`config.mk`:
```
export PLATFORM = sky130hd
export DESIGN_NAME = ifetch_top
export DESIGN_NICKNAME = d
export VERILOG_FILES = /design/src/common/ifetch_pkg.sv /design/src/prefetch/ifetch_prefetch_ctrl.sv /design/src/prefetch/ifetch_instr_fifo.sv /design/src/source/ifetch_obi_adapter.sv /design/src/source/ifetch_top.sv
export SDC_FILE = /design/constraint.sdc
export NUM_CORES = 1
export LEC_CHECK = 0
export ABC_AREA = 1
export BUFFER_PORTS_ARGS = -buffer_cell sky130_fd_sc_hd__buf_2
export CAP_MARGIN = 10
export CORE_UTILIZATION = 35
export DETAILED_ROUTE_END_ITERATION = 10
export GPL_ROUTABILITY_DRIVEN = 0
export SYNTH_ARGS = -nofsm -noshare
export SYNTH_HDL_FRONTEND = slang
export SYNTH_SLANG_ARGS = --single-unit
```
`constraint.sdc`:
```
create_clock -name clk -period 11.56 [get_ports clk]
set_clock_uncertainty 0.2 [all_clocks]
set_input_delay 0.578 -clock clk [delete_from_list [all_inputs] [get_ports clk]]
set_output_delay 0.578 -clock clk [all_outputs]
set_load 0.02 [all_outputs]
```
`src/common/ifetch_pkg.sv`:
```
// Widths fixed at 32 bit, addresses word aligned, counters sized for depths of at most 8
`default_nettype none

package ifetch_pkg;

  //////////////////////////////////////////////////
  // Scalar types
  //////////////////////////////////////////////////

  // Byte address, bits 1:0 always zero
  typedef logic [31:0] addr_t;

  // One uncompressed instruction word
  typedef logic [31:0] instr_t;

  // FIFO occupancy and bus outstanding count
  typedef logic [3:0] cnt_t;

  // Prefetch controller states
  typedef enum logic [0:0] {
    IDLE,
    BRANCH_WAIT
  } prefetch_state_e;

  //////////////////////////////////////////////////
  // Bundled payloads
  //////////////////////////////////////////////////

  // Request payload, qualified by bus req
  typedef struct packed {
    addr_t addr;
  } obi_req_t;

  // Response payload, qualified by bus rvalid
  typedef struct packed {
    instr_t rdata;
    logic   err;
  } obi_rsp_t;

  // Word handed to decode, also the FIFO entry
  typedef struct packed {
    addr_t  addr;
    instr_t rdata;
    logic   err;
  } fetch_out_t;

endpackage

`default_nettype wire

```
`src/prefetch/ifetch_prefetch_ctrl.sv`:
```
// First request after reset must be a branch; FIFO_DEPTH must match the FIFO and be >= MAX_OUTSTANDING
`timescale 1ns/1ps
`default_nettype none

module ifetch_prefetch_ctrl #(
  parameter int FIFO_DEPTH = 4
) (
  input  logic              clk,
  input  logic              rst_n,
  // Fetch stage
  input  logic              fetch_enable_i,
  input  logic              branch_i,
  input  ifetch_pkg::addr_t branch_addr_i,
  // Occupancy from FIFO and adapter
  input  ifetch_pkg::cnt_t  fifo_cnt_i,
  input  ifetch_pkg::cnt_t  outstanding_i,
  // Transaction request to adapter
  output logic              trans_valid_o,
  input  logic              trans_ready_i,
  output ifetch_pkg::addr_t trans_addr_o
);

  import ifetch_pkg::*;

  prefetch_state_e state_q, state_d;

  // Next address to request
  addr_t addr_q, addr_d;

  // Set until the first accepted request
  logic  first_fetch_q;

  // Words in FIFO plus words still on their way
  cnt_t  occupied;
  logic  space;
  logic  accept;

  // Last accepted address for the increment check
  addr_t acc_addr_q;

  assign occupied = fifo_cnt_i + outstanding_i;
  assign space    = occupied < cnt_t'(FIFO_DEPTH);
  assign accept   = trans_valid_o && trans_ready_i;

  //////////////////////////////////////////////////
  // Request and next state
  //////////////////////////////////////////////////

  always_comb begin
    state_d       = state_q;
    addr_d        = addr_q;
    trans_valid_o = 1'b0;
    trans_addr_o  = addr_q;

    if (branch_i) begin
      // Branch target goes out in the same cycle
      // Old stream is flushed and dropped so the target needs no free slot
      trans_valid_o = 1'b1;
      trans_addr_o  = branch_addr_i;
      if (trans_ready_i) begin
        addr_d  = branch_addr_i + 32'd4;
        state_d = IDLE;
      end else begin
        addr_d  = branch_addr_i;
        state_d = BRANCH_WAIT;
      end
    end else if (state_q == BRANCH_WAIT) begin
      // Hold the target until the bus takes it
      trans_valid_o = 1'b1;
      if (trans_ready_i) begin
        addr_d  = addr_q + 32'd4;
        state_d = IDLE;
      end
    end else begin
      // Sequential stream only after the first branch
      trans_valid_o = fetch_enable_i && space && !first_fetch_q;
      if (trans_valid_o && trans_ready_i) begin
        addr_d = addr_q + 32'd4;
      end
    end
  end

  always_ff @(posedge clk or negedge rst_n) begin
    if (!rst_n) begin
      state_q       <= IDLE;
      addr_q        <= '0;
      first_fetch_q <= 1'b1;
    end else begin
      state_q <= state_d;
      addr_q  <= addr_d;
      if (accept) begin
        first_fetch_q <= 1'b0;
      end
    end
  end

  always_ff @(posedge clk or negedge rst_n) begin
    if (!rst_n) begin
      acc_addr_q <= '0;
    end else if (accept) begin
      acc_addr_q <= trans_addr_o;
    end
  end

  //////////////////////////////////////////////////
  // Assertions
  //////////////////////////////////////////////////

  // Without enable only a branch target held from an unaccepted request
  a_trans_valid: assert property (@(posedge clk) disable iff (!rst_n)
    (trans_valid_o && !fetch_enable_i && !branch_i)
      |-> ($past(trans_valid_o && !trans_ready_i) && trans_addr_o == $past(trans_addr_o)))
    else $error("trans_valid_o without fetch_enable_i or pending branch");

  // Target visible on the bus address in the branch cycle
  a_branch_addr: assert property (@(posedge clk) disable iff (!rst_n)
    branch_i |-> (trans_valid_o && trans_addr_o == branch_addr_i))
    else $error("branch address not on trans_addr_o");

  a_branch_aligned: assert property (@(posedge clk) disable iff (!rst_n)
    branch_i |-> (branch_addr_i[1:0] == 2'b00))
    else $error("branch_addr_i not word aligned");

  a_trans_aligned: assert property (@(posedge clk) disable iff (!rst_n)
    trans_valid_o |-> (trans_addr_o[1:0] == 2'b00))
    else $error("trans_addr_o not word aligned");

  // Sequential requests follow the last accepted one by a word
  a_addr_incr: assert property (@(posedge clk) disable iff (!rst_n)
    (trans_valid_o && !branch_i && state_q == IDLE && !first_fetch_q)
      |-> (trans_addr_o == acc_addr_q + 32'd4))
    else $error("sequential address is not previous plus 4");

  // Nothing goes out after reset until the fetch stage branches
  a_first_fetch: assert property (@(posedge clk) disable iff (!rst_n)
    (first_fetch_q && accept) |-> (branch_i || state_q == BRANCH_WAIT))
    else $error("first fetch after reset is not a branch");

endmodule

`default_nettype wire

```
`src/prefetch/ifetch_instr_fifo.sv`:
```
// Depth 2 to 8; flush wins over a push in the same cycle; caller must never push while full
`timescale 1ns/1ps
`default_nettype none

module ifetch_instr_fifo #(
  parameter int FIFO_DEPTH = 4
) (
  input  logic                   clk,
  input  logic                   rst_n,
  input  logic                   flush_i,
  // Write side from the bus adapter
  input  logic                   push_i,
  input  ifetch_pkg::fetch_out_t push_data_i,
  // Read side towards decode
  output logic                   pop_valid_o,
  output ifetch_pkg::fetch_out_t pop_data_o,
  input  logic                   pop_ready_i,
  output ifetch_pkg::cnt_t       count_o
);

  import ifetch_pkg::*;

  localparam int PTR_W = (FIFO_DEPTH > 1) ? $clog2(FIFO_DEPTH) : 1;
  localparam logic [PTR_W-1:0] LAST = PTR_W'(FIFO_DEPTH - 1);

  fetch_out_t       mem_q [FIFO_DEPTH];
  logic [PTR_W-1:0] wr_ptr_q;
  logic [PTR_W-1:0] rd_ptr_q;
  cnt_t             count_q;

  logic do_push;
  logic do_pop;

  // Flushed words are gone the same cycle
  assign do_push = push_i && !flush_i;
  assign do_pop  = pop_valid_o && pop_ready_i && !flush_i;

  assign pop_valid_o = (count_q != '0);
  assign pop_data_o  = mem_q[rd_ptr_q];
  assign count_o     = count_q;

  //////////////////////////////////////////////////
  // Pointers and count
  //////////////////////////////////////////////////

  always_ff @(posedge clk or negedge rst_n) begin
    if (!rst_n) begin
      wr_ptr_q <= '0;
      rd_ptr_q <= '0;
      count_q  <= '0;
    end else if (flush_i) begin
      wr_ptr_q <= '0;
      rd_ptr_q <= '0;
      count_q  <= '0;
    end else begin
      if (do_push) begin
        wr_ptr_q <= (wr_ptr_q == LAST) ? '0 : wr_ptr_q + 1'b1;
      end
      if (do_pop) begin
        rd_ptr_q <= (rd_ptr_q == LAST) ? '0 : rd_ptr_q + 1'b1;
      end
      // Push and pop together leave the count alone
      count_q <= count_q + cnt_t'(do_push) - cnt_t'(do_pop);
    end
  end

  // Storage
  always_ff @(posedge clk) begin
    if (do_push) begin
      mem_q[wr_ptr_q] <= push_data_i;
    end
  end

  // Space check upstream keeps pushes within depth
  a_no_overflow: assert property (@(posedge clk) disable iff (!rst_n)
    do_push |-> (count_q < cnt_t'(FIFO_DEPTH) || do_pop))
    else $error("instruction FIFO pushed while full");

endmodule

`default_nettype wire

```
`src/source/ifetch_obi_adapter.sv`:
```
// Memory returns responses in grant order and never earlier than one cycle after the grant
`timescale 1ns/1ps
`default_nettype none

module ifetch_obi_adapter #(
  parameter int MAX_OUTSTANDING = 2
) (
  input  logic                   clk,
  input  logic                   rst_n,
  input  logic                   branch_i,
  // Transaction side from the controller
  input  logic                   trans_valid_i,
  output logic                   trans_ready_o,
  input  ifetch_pkg::addr_t      trans_addr_i,
  // OBI request
  output logic                   bus_req_o,
  input  logic                   bus_gnt_i,
  output ifetch_pkg::obi_req_t   bus_req_data_o,
  // OBI response
  input  logic                   bus_rvalid_i,
  input  ifetch_pkg::obi_rsp_t   bus_rsp_i,
  // Towards the FIFO
  output logic                   push_o,
  output ifetch_pkg::fetch_out_t push_data_o,
  output ifetch_pkg::cnt_t       outstanding_o
);

  import ifetch_pkg::*;

  localparam int QPTR_W = (MAX_OUTSTANDING > 1) ? $clog2(MAX_OUTSTANDING) : 1;
  localparam logic [QPTR_W-1:0] QLAST = QPTR_W'(MAX_OUTSTANDING - 1);

  cnt_t  outstanding_q;
  cnt_t  discard_q;
  logic  room;
  logic  grant;
  logic  drop;

  // Address queue in grant order
  addr_t             aq_q [MAX_OUTSTANDING];
  logic [QPTR_W-1:0] aq_wr_q;
  logic [QPTR_W-1:0] aq_rd_q;

  // Registered response
  logic       push_q;
  fetch_out_t rsp_q;

  //////////////////////////////////////////////////
  // Request path
  //////////////////////////////////////////////////

  assign room                = outstanding_q < cnt_t'(MAX_OUTSTANDING);
  assign bus_req_o           = trans_valid_i && room;
  assign bus_req_data_o.addr = trans_addr_i;
  assign trans_ready_o       = bus_gnt_i && room;
  assign grant               = bus_req_o && bus_gnt_i;

  // Responses to an abandoned stream never reach the FIFO
  // Includes the one arriving in the branch cycle itself
  assign drop = bus_rvalid_i && (branch_i || discard_q != '0);

  always_ff @(posedge clk or negedge rst_n) begin
    if (!rst_n) begin
      outstanding_q <= '0;
      discard_q     <= '0;
      aq_wr_q       <= '0;
      aq_rd_q       <= '0;
      push_q        <= 1'b0;
    end else begin
      outstanding_q <= outstanding_q + cnt_t'(grant) - cnt_t'(bus_rvalid_i);
      if (branch_i) begin
        // Everything in flight before this edge belongs to the old stream
        discard_q <= outstanding_q - cnt_t'(bus_rvalid_i);
      end else if (drop) begin
        discard_q <= discard_q - 1'b1;
      end
      if (grant) begin
        aq_wr_q <= (aq_wr_q == QLAST) ? '0 : aq_wr_q + 1'b1;
      end
      if (bus_rvalid_i) begin
        aq_rd_q <= (aq_rd_q == QLAST) ? '0 : aq_rd_q + 1'b1;
      end
      push_q <= bus_rvalid_i && !drop;
    end
  end

  // Payload registers
  always_ff @(posedge clk) begin
    if (grant) begin
      aq_q[aq_wr_q] <= trans_addr_i;
    end
    if (bus_rvalid_i) begin
      rsp_q.addr  <= aq_q[aq_rd_q];
      rsp_q.rdata <= bus_rsp_i.rdata;
      rsp_q.err   <= bus_rsp_i.err;
    end
  end

  assign push_o      = push_q;
  assign push_data_o = rsp_q;

  // The word held in the response register still needs a FIFO slot
  assign outstanding_o = outstanding_q + cnt_t'(push_q);

  // In-order bus must never answer more than it granted
  a_rsp_expected: assert property (@(posedge clk) disable iff (!rst_n)
    bus_rvalid_i |-> (outstanding_q != '0))
    else $error("bus response with nothing outstanding");

endmodule

`default_nettype wire

```
`src/source/ifetch_top.sv`:
```
// Fetch stage must branch before the first fetch; MAX_OUTSTANDING 1..4 and not above FIFO_DEPTH 2..8
`timescale 1ns/1ps
`default_nettype none

module ifetch_top #(
  parameter int FIFO_DEPTH      = 4,
  parameter int MAX_OUTSTANDING = 2
) (
  input  logic                   clk,
  input  logic                   rst_n,
  // Fetch stage
  input  logic                   fetch_enable_i,
  input  logic                   branch_i,
  input  ifetch_pkg::addr_t      branch_addr_i,
  // Decode
  output logic                   instr_valid_o,
  output ifetch_pkg::fetch_out_t instr_o,
  input  logic                   instr_ready_i,
  // OBI bus
  output logic                   bus_req_o,
  output ifetch_pkg::obi_req_t   bus_req_data_o,
  input  logic                   bus_gnt_i,
  input  logic                   bus_rvalid_i,
  input  ifetch_pkg::obi_rsp_t   bus_rsp_i
);

  import ifetch_pkg::*;

  // Controller to adapter
  logic       trans_valid;
  logic       trans_ready;
  addr_t      trans_addr;

  // Adapter to FIFO
  logic       push;
  fetch_out_t push_data;

  // Occupancy back to the controller
  cnt_t       fifo_cnt;
  cnt_t       outstanding;

  ifetch_prefetch_ctrl #(
    .FIFO_DEPTH (FIFO_DEPTH)
  ) u_prefetch_ctrl (
    .clk            (clk),
    .rst_n          (rst_n),
    .fetch_enable_i (fetch_enable_i),
    .branch_i       (branch_i),
    .branch_addr_i  (branch_addr_i),
    .fifo_cnt_i     (fifo_cnt),
    .outstanding_i  (outstanding),
    .trans_valid_o  (trans_valid),
    .trans_ready_i  (trans_ready),
    .trans_addr_o   (trans_addr)
  );

  ifetch_obi_adapter #(
    .MAX_OUTSTANDING (MAX_OUTSTANDING)
  ) u_obi_adapter (
    .clk            (clk),
    .rst_n          (rst_n),
    .branch_i       (branch_i),
    .trans_valid_i  (trans_valid),
    .trans_ready_o  (trans_ready),
    .trans_addr_i   (trans_addr),
    .bus_req_o      (bus_req_o),
    .bus_gnt_i      (bus_gnt_i),
    .bus_req_data_o (bus_req_data_o),
    .bus_rvalid_i   (bus_rvalid_i),
    .bus_rsp_i      (bus_rsp_i),
    .push_o         (push),
    .push_data_o    (push_data),
    .outstanding_o  (outstanding)
  );

  // Branch flushes buffered words of the old stream
  ifetch_instr_fifo #(
    .FIFO_DEPTH (FIFO_DEPTH)
  ) u_instr_fifo (
    .clk         (clk),
    .rst_n       (rst_n),
    .flush_i     (branch_i),
    .push_i      (push),
    .push_data_i (push_data),
    .pop_valid_o (instr_valid_o),
    .pop_data_o  (instr_o),
    .pop_ready_i (instr_ready_i),
    .count_o     (fifo_cnt)
  );

endmodule

`default_nettype wire

```
==> run summary <==
The flow ran to the end, and the final reports show no timing, DRC or antenna violations. The largest net degree at the start of global routing was 101; the height of the die was 232.3 um. The most used flip-flop cell after synthesis was sky130_fd_sc_hd__edfxtp_1.

The run gives 442 as the number of clock sinks. The count of nets left with antenna violations once routing finished came out at 0. The share of final-layout standard cells stronger than drive strength 1 was 18.28%; the post-route DRC violation count was 0. The total negative slack for setup checks is 0 ns. The internal portion of the total power is 0.003171 W. The placed instances occupy a cell area of 0.02014 mm^2. For this run, the number of Yosys warnings is 0.

Detail-routed via count per cell: 4.918. The tools report the setup slack of the worst register-to-register path as 8.60 ns. Setup repair after global routing left no endpoint under its margin. Counting instances, the worst hold path has a depth of 3.

Averaged over all synthesized cells, the footprint is 11.98 um^2. Number of antenna cells inserted: 0. The floorplan has 84 rows. Detailed placement finished with a half-perimeter wire length of 27,450 um.

The delay contributed by the slowest stage of the critical path is 0.82 ns, and the relative area change from synthesis to final layout is 18.88%. The number of input and output port buffers inserted was 170; the first-pass GRT wire length was 67,320 um. The fraction of registers with async set/reset works out to 11.99%. Combinational logic burns 21.8% of the power.

For this design the ratio of total power to cell area is 208.6 mW/mm^2. The run gives 1,647 as the total nets after synthesis. For this run the aggregate overflow at the end of global routing stands at 0. The critical path in this run is classified as reg2out.

The die covers 0.05396 mm^2. Along the worst path, the maximum fanout reaches 100. In this run the number of H-tree levels came out at 2.

The cell sitting at the root of the clock tree is a sky130_fd_sc_hd__clkbuf_16. The total count of hold-check failures in the final report is 0, and the post-cts gate resize count is 0. The number of hold buffers added after CTS was 34; the global router's overall resource usage was 16.31%.

Post-detailed-routing wire length: 44,330 um. Counting along the longest clock path gives a buffer depth of 3. Share of the core filled with cells: 42.07%. The tools report the worst relative slew slack as 29.38%. The clock-pin slew on the worst setup and hold paths came out at 0.06 ns. The worst-skew pair later-pin latency was 0.56 ns; the peak clock frequency supported by timing was 247.7 MHz. The area share of the largest cell type after synthesis is 62.93%. For the count of routing violations after the opening detailed-route iteration, the log shows 830. The count of distinct cell types in the synthesized netlist was 47. The worst setup path is captured at an output port. Class of the worst hold path: in2reg.

For this design, the slowest cell found on the critical path is sky130_fd_sc_hd__buf_4. The largest area contributor in the netlist is sky130_fd_sc_hd__edfxtp_1. The count of TritonRoute iterations in the first routing pass is 5. The signal on the critical path passes through inv_4, buf_4, o21ai_0, o22ai_1, buf_2. For the worst setup path, the data arrival time is 3.26 ns.

The tools report the number of buffers created by CTS as 47. The count of state elements after synthesis is 442. At the end of the flow, the number of nets in the layout was 1,848. Dividing the detail-routed wire length by the instance count gives 17.90 um. The data required time at the worst endpoint came out at 10.78 ns.

For the sequential power share, the log shows 44.9%. The starting utilization of the core area is 35.39%, and the initial antenna violation count is 0. For this design the top-level I/O count stands at 171. Post-CTS timing repair inserted 0 buffers for setup.

Summed over all nets, the switching power comes to 0.001431 W. Once layout is done, the placed cells without fillers occupy 0.02207 mm^2. Ranked by total cell area, the synthesized netlist is headed by sky130_fd_sc_hd__edfxtp_1 (63%), sky130_fd_sc_hd__dfrtp_1 (7.0%), sky130_fd_sc_hd__o21ai_0 (5.4%). The type of origin of the critical path is a flop. In this run, synthesis inferred 389 flip-flops with an integrated enable. After layout, the minimum clock period comes to 4.037 ns.

After synthesis the cells add up to 0.01856 mm^2. The tools report the setup-violating endpoint count in the final report as 0. Summed over all cells, the static leakage comes to 8.183 nW.

The tools report the via count of the first global-routing pass as 11.90k. The logs give 4,847 for the number of filler cells placed in the layout and 70.08% for the post-synthesis sequential area ratio. Measured along the x axis, the die boundary spans 232.3 um. The transition time at the pin with the least slew margin is 1.057 ns. The share of total power in the clock network is 33.2%, and the logic depth of the worst register-to-register path is 9.

TritonCTS built the clock tree. Standard cell core area: 0.05245 mm^2. Final hold analysis gives a worst-case slack of 0.07011 ns. The number of max-slew violations in the final report was 0; the total of max-cap violations was 0. The worst path uses 34.92% of the clock period.

The run gives 12.18k as the total vias in the final route. Switching power as a share of total power: 31.10%. The tools report the synthesized instance count as 1,550. Largest vdd supply drop: 0.0001264 V.
[stage by stage]
stage / setup slack [ns] / instances / power [W]
3_5_place_dp: 7.772 / 2356 / 0.003107
3_3_place_gp: 7.810 / 2356 / 0.003086
2_1_floorplan: 6.930 / 1550 / 0.002745
6_report: 7.523 / 2477 / 0.004602
5_1_grt: 7.272 / 2477 / 0.004841
4_1_cts: 7.487 / 2477 / 0.004657
[registers in the layout (all words and copies together) (netlist names)]
name	count
u_obi_adapter.discard_q	4
u_obi_adapter.push_o	1
u_prefetch_ctrl.state_q	1
u_obi_adapter.aq_q	64
u_obi_adapter.aq_rd_q	1
u_obi_adapter.outstanding_q	4
u_prefetch_ctrl.addr_q	32
u_instr_fifo.wr_ptr_q	2
u_prefetch_ctrl.first_fetch_q	1
u_instr_fifo.rd_ptr_q	2
u_obi_adapter.aq_wr_q	1
u_instr_fifo.mem_q	260
u_obi_adapter.push_data_o	65
u_instr_fifo.count_o	4
[area by class of cell]
cell class              instances  area (um^2)  share of cell area, %
flip-flops and latches        442        13020                  58.98
multi-input cells             947         4946                  22.41
clock buffers                  61         1311                  5.942
repair buffers                218         1299                  5.886
well taps                     688        860.8                  3.901
inverters                      95        361.6                  1.639
clock inverters                26        272.8                  1.236
[path summary, 6_finish.rpt]
| check | from | endpoint |
|---|---|---|
| worst max-delay path | u_instr_fifo.rd_ptr_q[0]$_DFFE_PN0P_ | instr_o[47] |
| worst min-delay path | branch_addr_i[1] | u_prefetch_ctrl.addr_q[1]$_DFFE_PN0P_ |
| worst max register to register | u_obi_adapter.outstanding_q[2]$_DFF_PN0_ | u_obi_adapter.aq_q[1][4]$_DFFE_PP_ |
| worst min register to register | u_prefetch_ctrl.first_fetch_q$_DFFE_PN1P_ | u_prefetch_ctrl.first_fetch_q$_DFFE_PN1P_ |
| max in group asynchronous | rst_n | u_instr_fifo.rd_ptr_q[0]$_DFFE_PN0P_ |
| min in group asynchronous | rst_n | u_prefetch_ctrl.addr_q[6]$_DFFE_PN0P_ |
[critical path: cells and delay by family, from the launching register on]
| family | cells | cell delay (ns) |
|---|---|---|
| buffers and inverters | 3 | 1.41 |
| AOI/OAI and AO/OA | 2 | 0.50 |
| DFF | 1 | 0.65 |
[power by group through the flow]
stage	clock network, W	registers, W	logic, W
floorplan	0	0.00203	0.000719
global placement	0	0.00209	0.000992
detailed placement	0	0.00210	0.00101
CTS	0.00157	0.00207	0.00102
global route	0.00163	0.00209	0.00112
finish	0.00153	0.00207	0.00101
[routing by layer]
metal | wire length (um) | global-route usage, % | vias to the layer above
met5 | 0 | 0 | -
met4 | 953 | 4.996 | 0
met3 | 1960 | 2.493 | 64
met2 | 21550 | 27.55 | 284
met1 | 19860 | 21.48 | 5952
li1 | - | - | 5882
[cells by family (layout without fill, tap and decap cells)]
group           after synthesis  count (layout)  synth area share (%)
simple gates                554             554                 12.55
flops                       442             442                 70.08
fa+ha+maj                    25              25                 1.766
buf+inv                     161             400                 3.458
mux                          33              33                 1.995
xor+xnor                     27              27                 1.274
compound gates              308             308                 8.871
[cell usage after synthesis, types with 2 or more instances]
cell type                  instances
sky130_fd_sc_hd__buf_1             3
sky130_fd_sc_hd__nand2_1         255
sky130_fd_sc_hd__a31oi_1           2
sky130_fd_sc_hd__nor2_1          205
sky130_fd_sc_hd__o21ai_1           2
sky130_fd_sc_hd__o21bai_1          4
sky130_fd_sc_hd__nand3b_1          2
sky130_fd_sc_hd__nand2_4           2
sky130_fd_sc_hd__xnor2_1           5
sky130_fd_sc_hd__nand3_1          50
sky130_fd_sc_hd__and3_1            2
sky130_fd_sc_hd__inv_2             2
sky130_fd_sc_hd__buf_2            15
sky130_fd_sc_hd__nand3_2           2
sky130_fd_sc_hd__a21oi_1          29
sky130_fd_sc_hd__o21ai_0         202
sky130_fd_sc_hd__xor2_1           22
sky130_fd_sc_hd__ha_1             23
sky130_fd_sc_hd__buf_6             2
sky130_fd_sc_hd__nand4_1           7
sky130_fd_sc_hd__nor2_2            6
sky130_fd_sc_hd__edfxtp_1        389
sky130_fd_sc_hd__inv_1            91
sky130_fd_sc_hd__nor3_1            9
sky130_fd_sc_hd__dfrtp_1          52
sky130_fd_sc_hd__o22ai_1          65
sky130_fd_sc_hd__nor2_4            6
sky130_fd_sc_hd__fa_1              2
sky130_fd_sc_hd__clkbuf_1         45
sky130_fd_sc_hd__mux2_2           32
[cells in the final DEF (no fill, tap or decap), types with 29 or more instances in the layout]
cell type | synthesis | routed
sky130_fd_sc_hd__nand3_1 | 50 | 50
sky130_fd_sc_hd__o21ai_0 | 202 | 202
sky130_fd_sc_hd__dlygate4sd3_1 | 0 | 34
sky130_fd_sc_hd__nor2_1 | 205 | 199
sky130_fd_sc_hd__mux2_2 | 32 | 32
sky130_fd_sc_hd__clkbuf_16 | 0 | 49
sky130_fd_sc_hd__a21oi_1 | 29 | 29
sky130_fd_sc_hd__nand2_1 | 255 | 255
sky130_fd_sc_hd__dfrtp_1 | 52 | 49
sky130_fd_sc_hd__o22ai_1 | 65 | 65
sky130_fd_sc_hd__buf_2 | 15 | 169
sky130_fd_sc_hd__edfxtp_1 | 389 | 389
sky130_fd_sc_hd__inv_1 | 91 | 89
No activity file was read; power rests on OpenSTA's default activity.
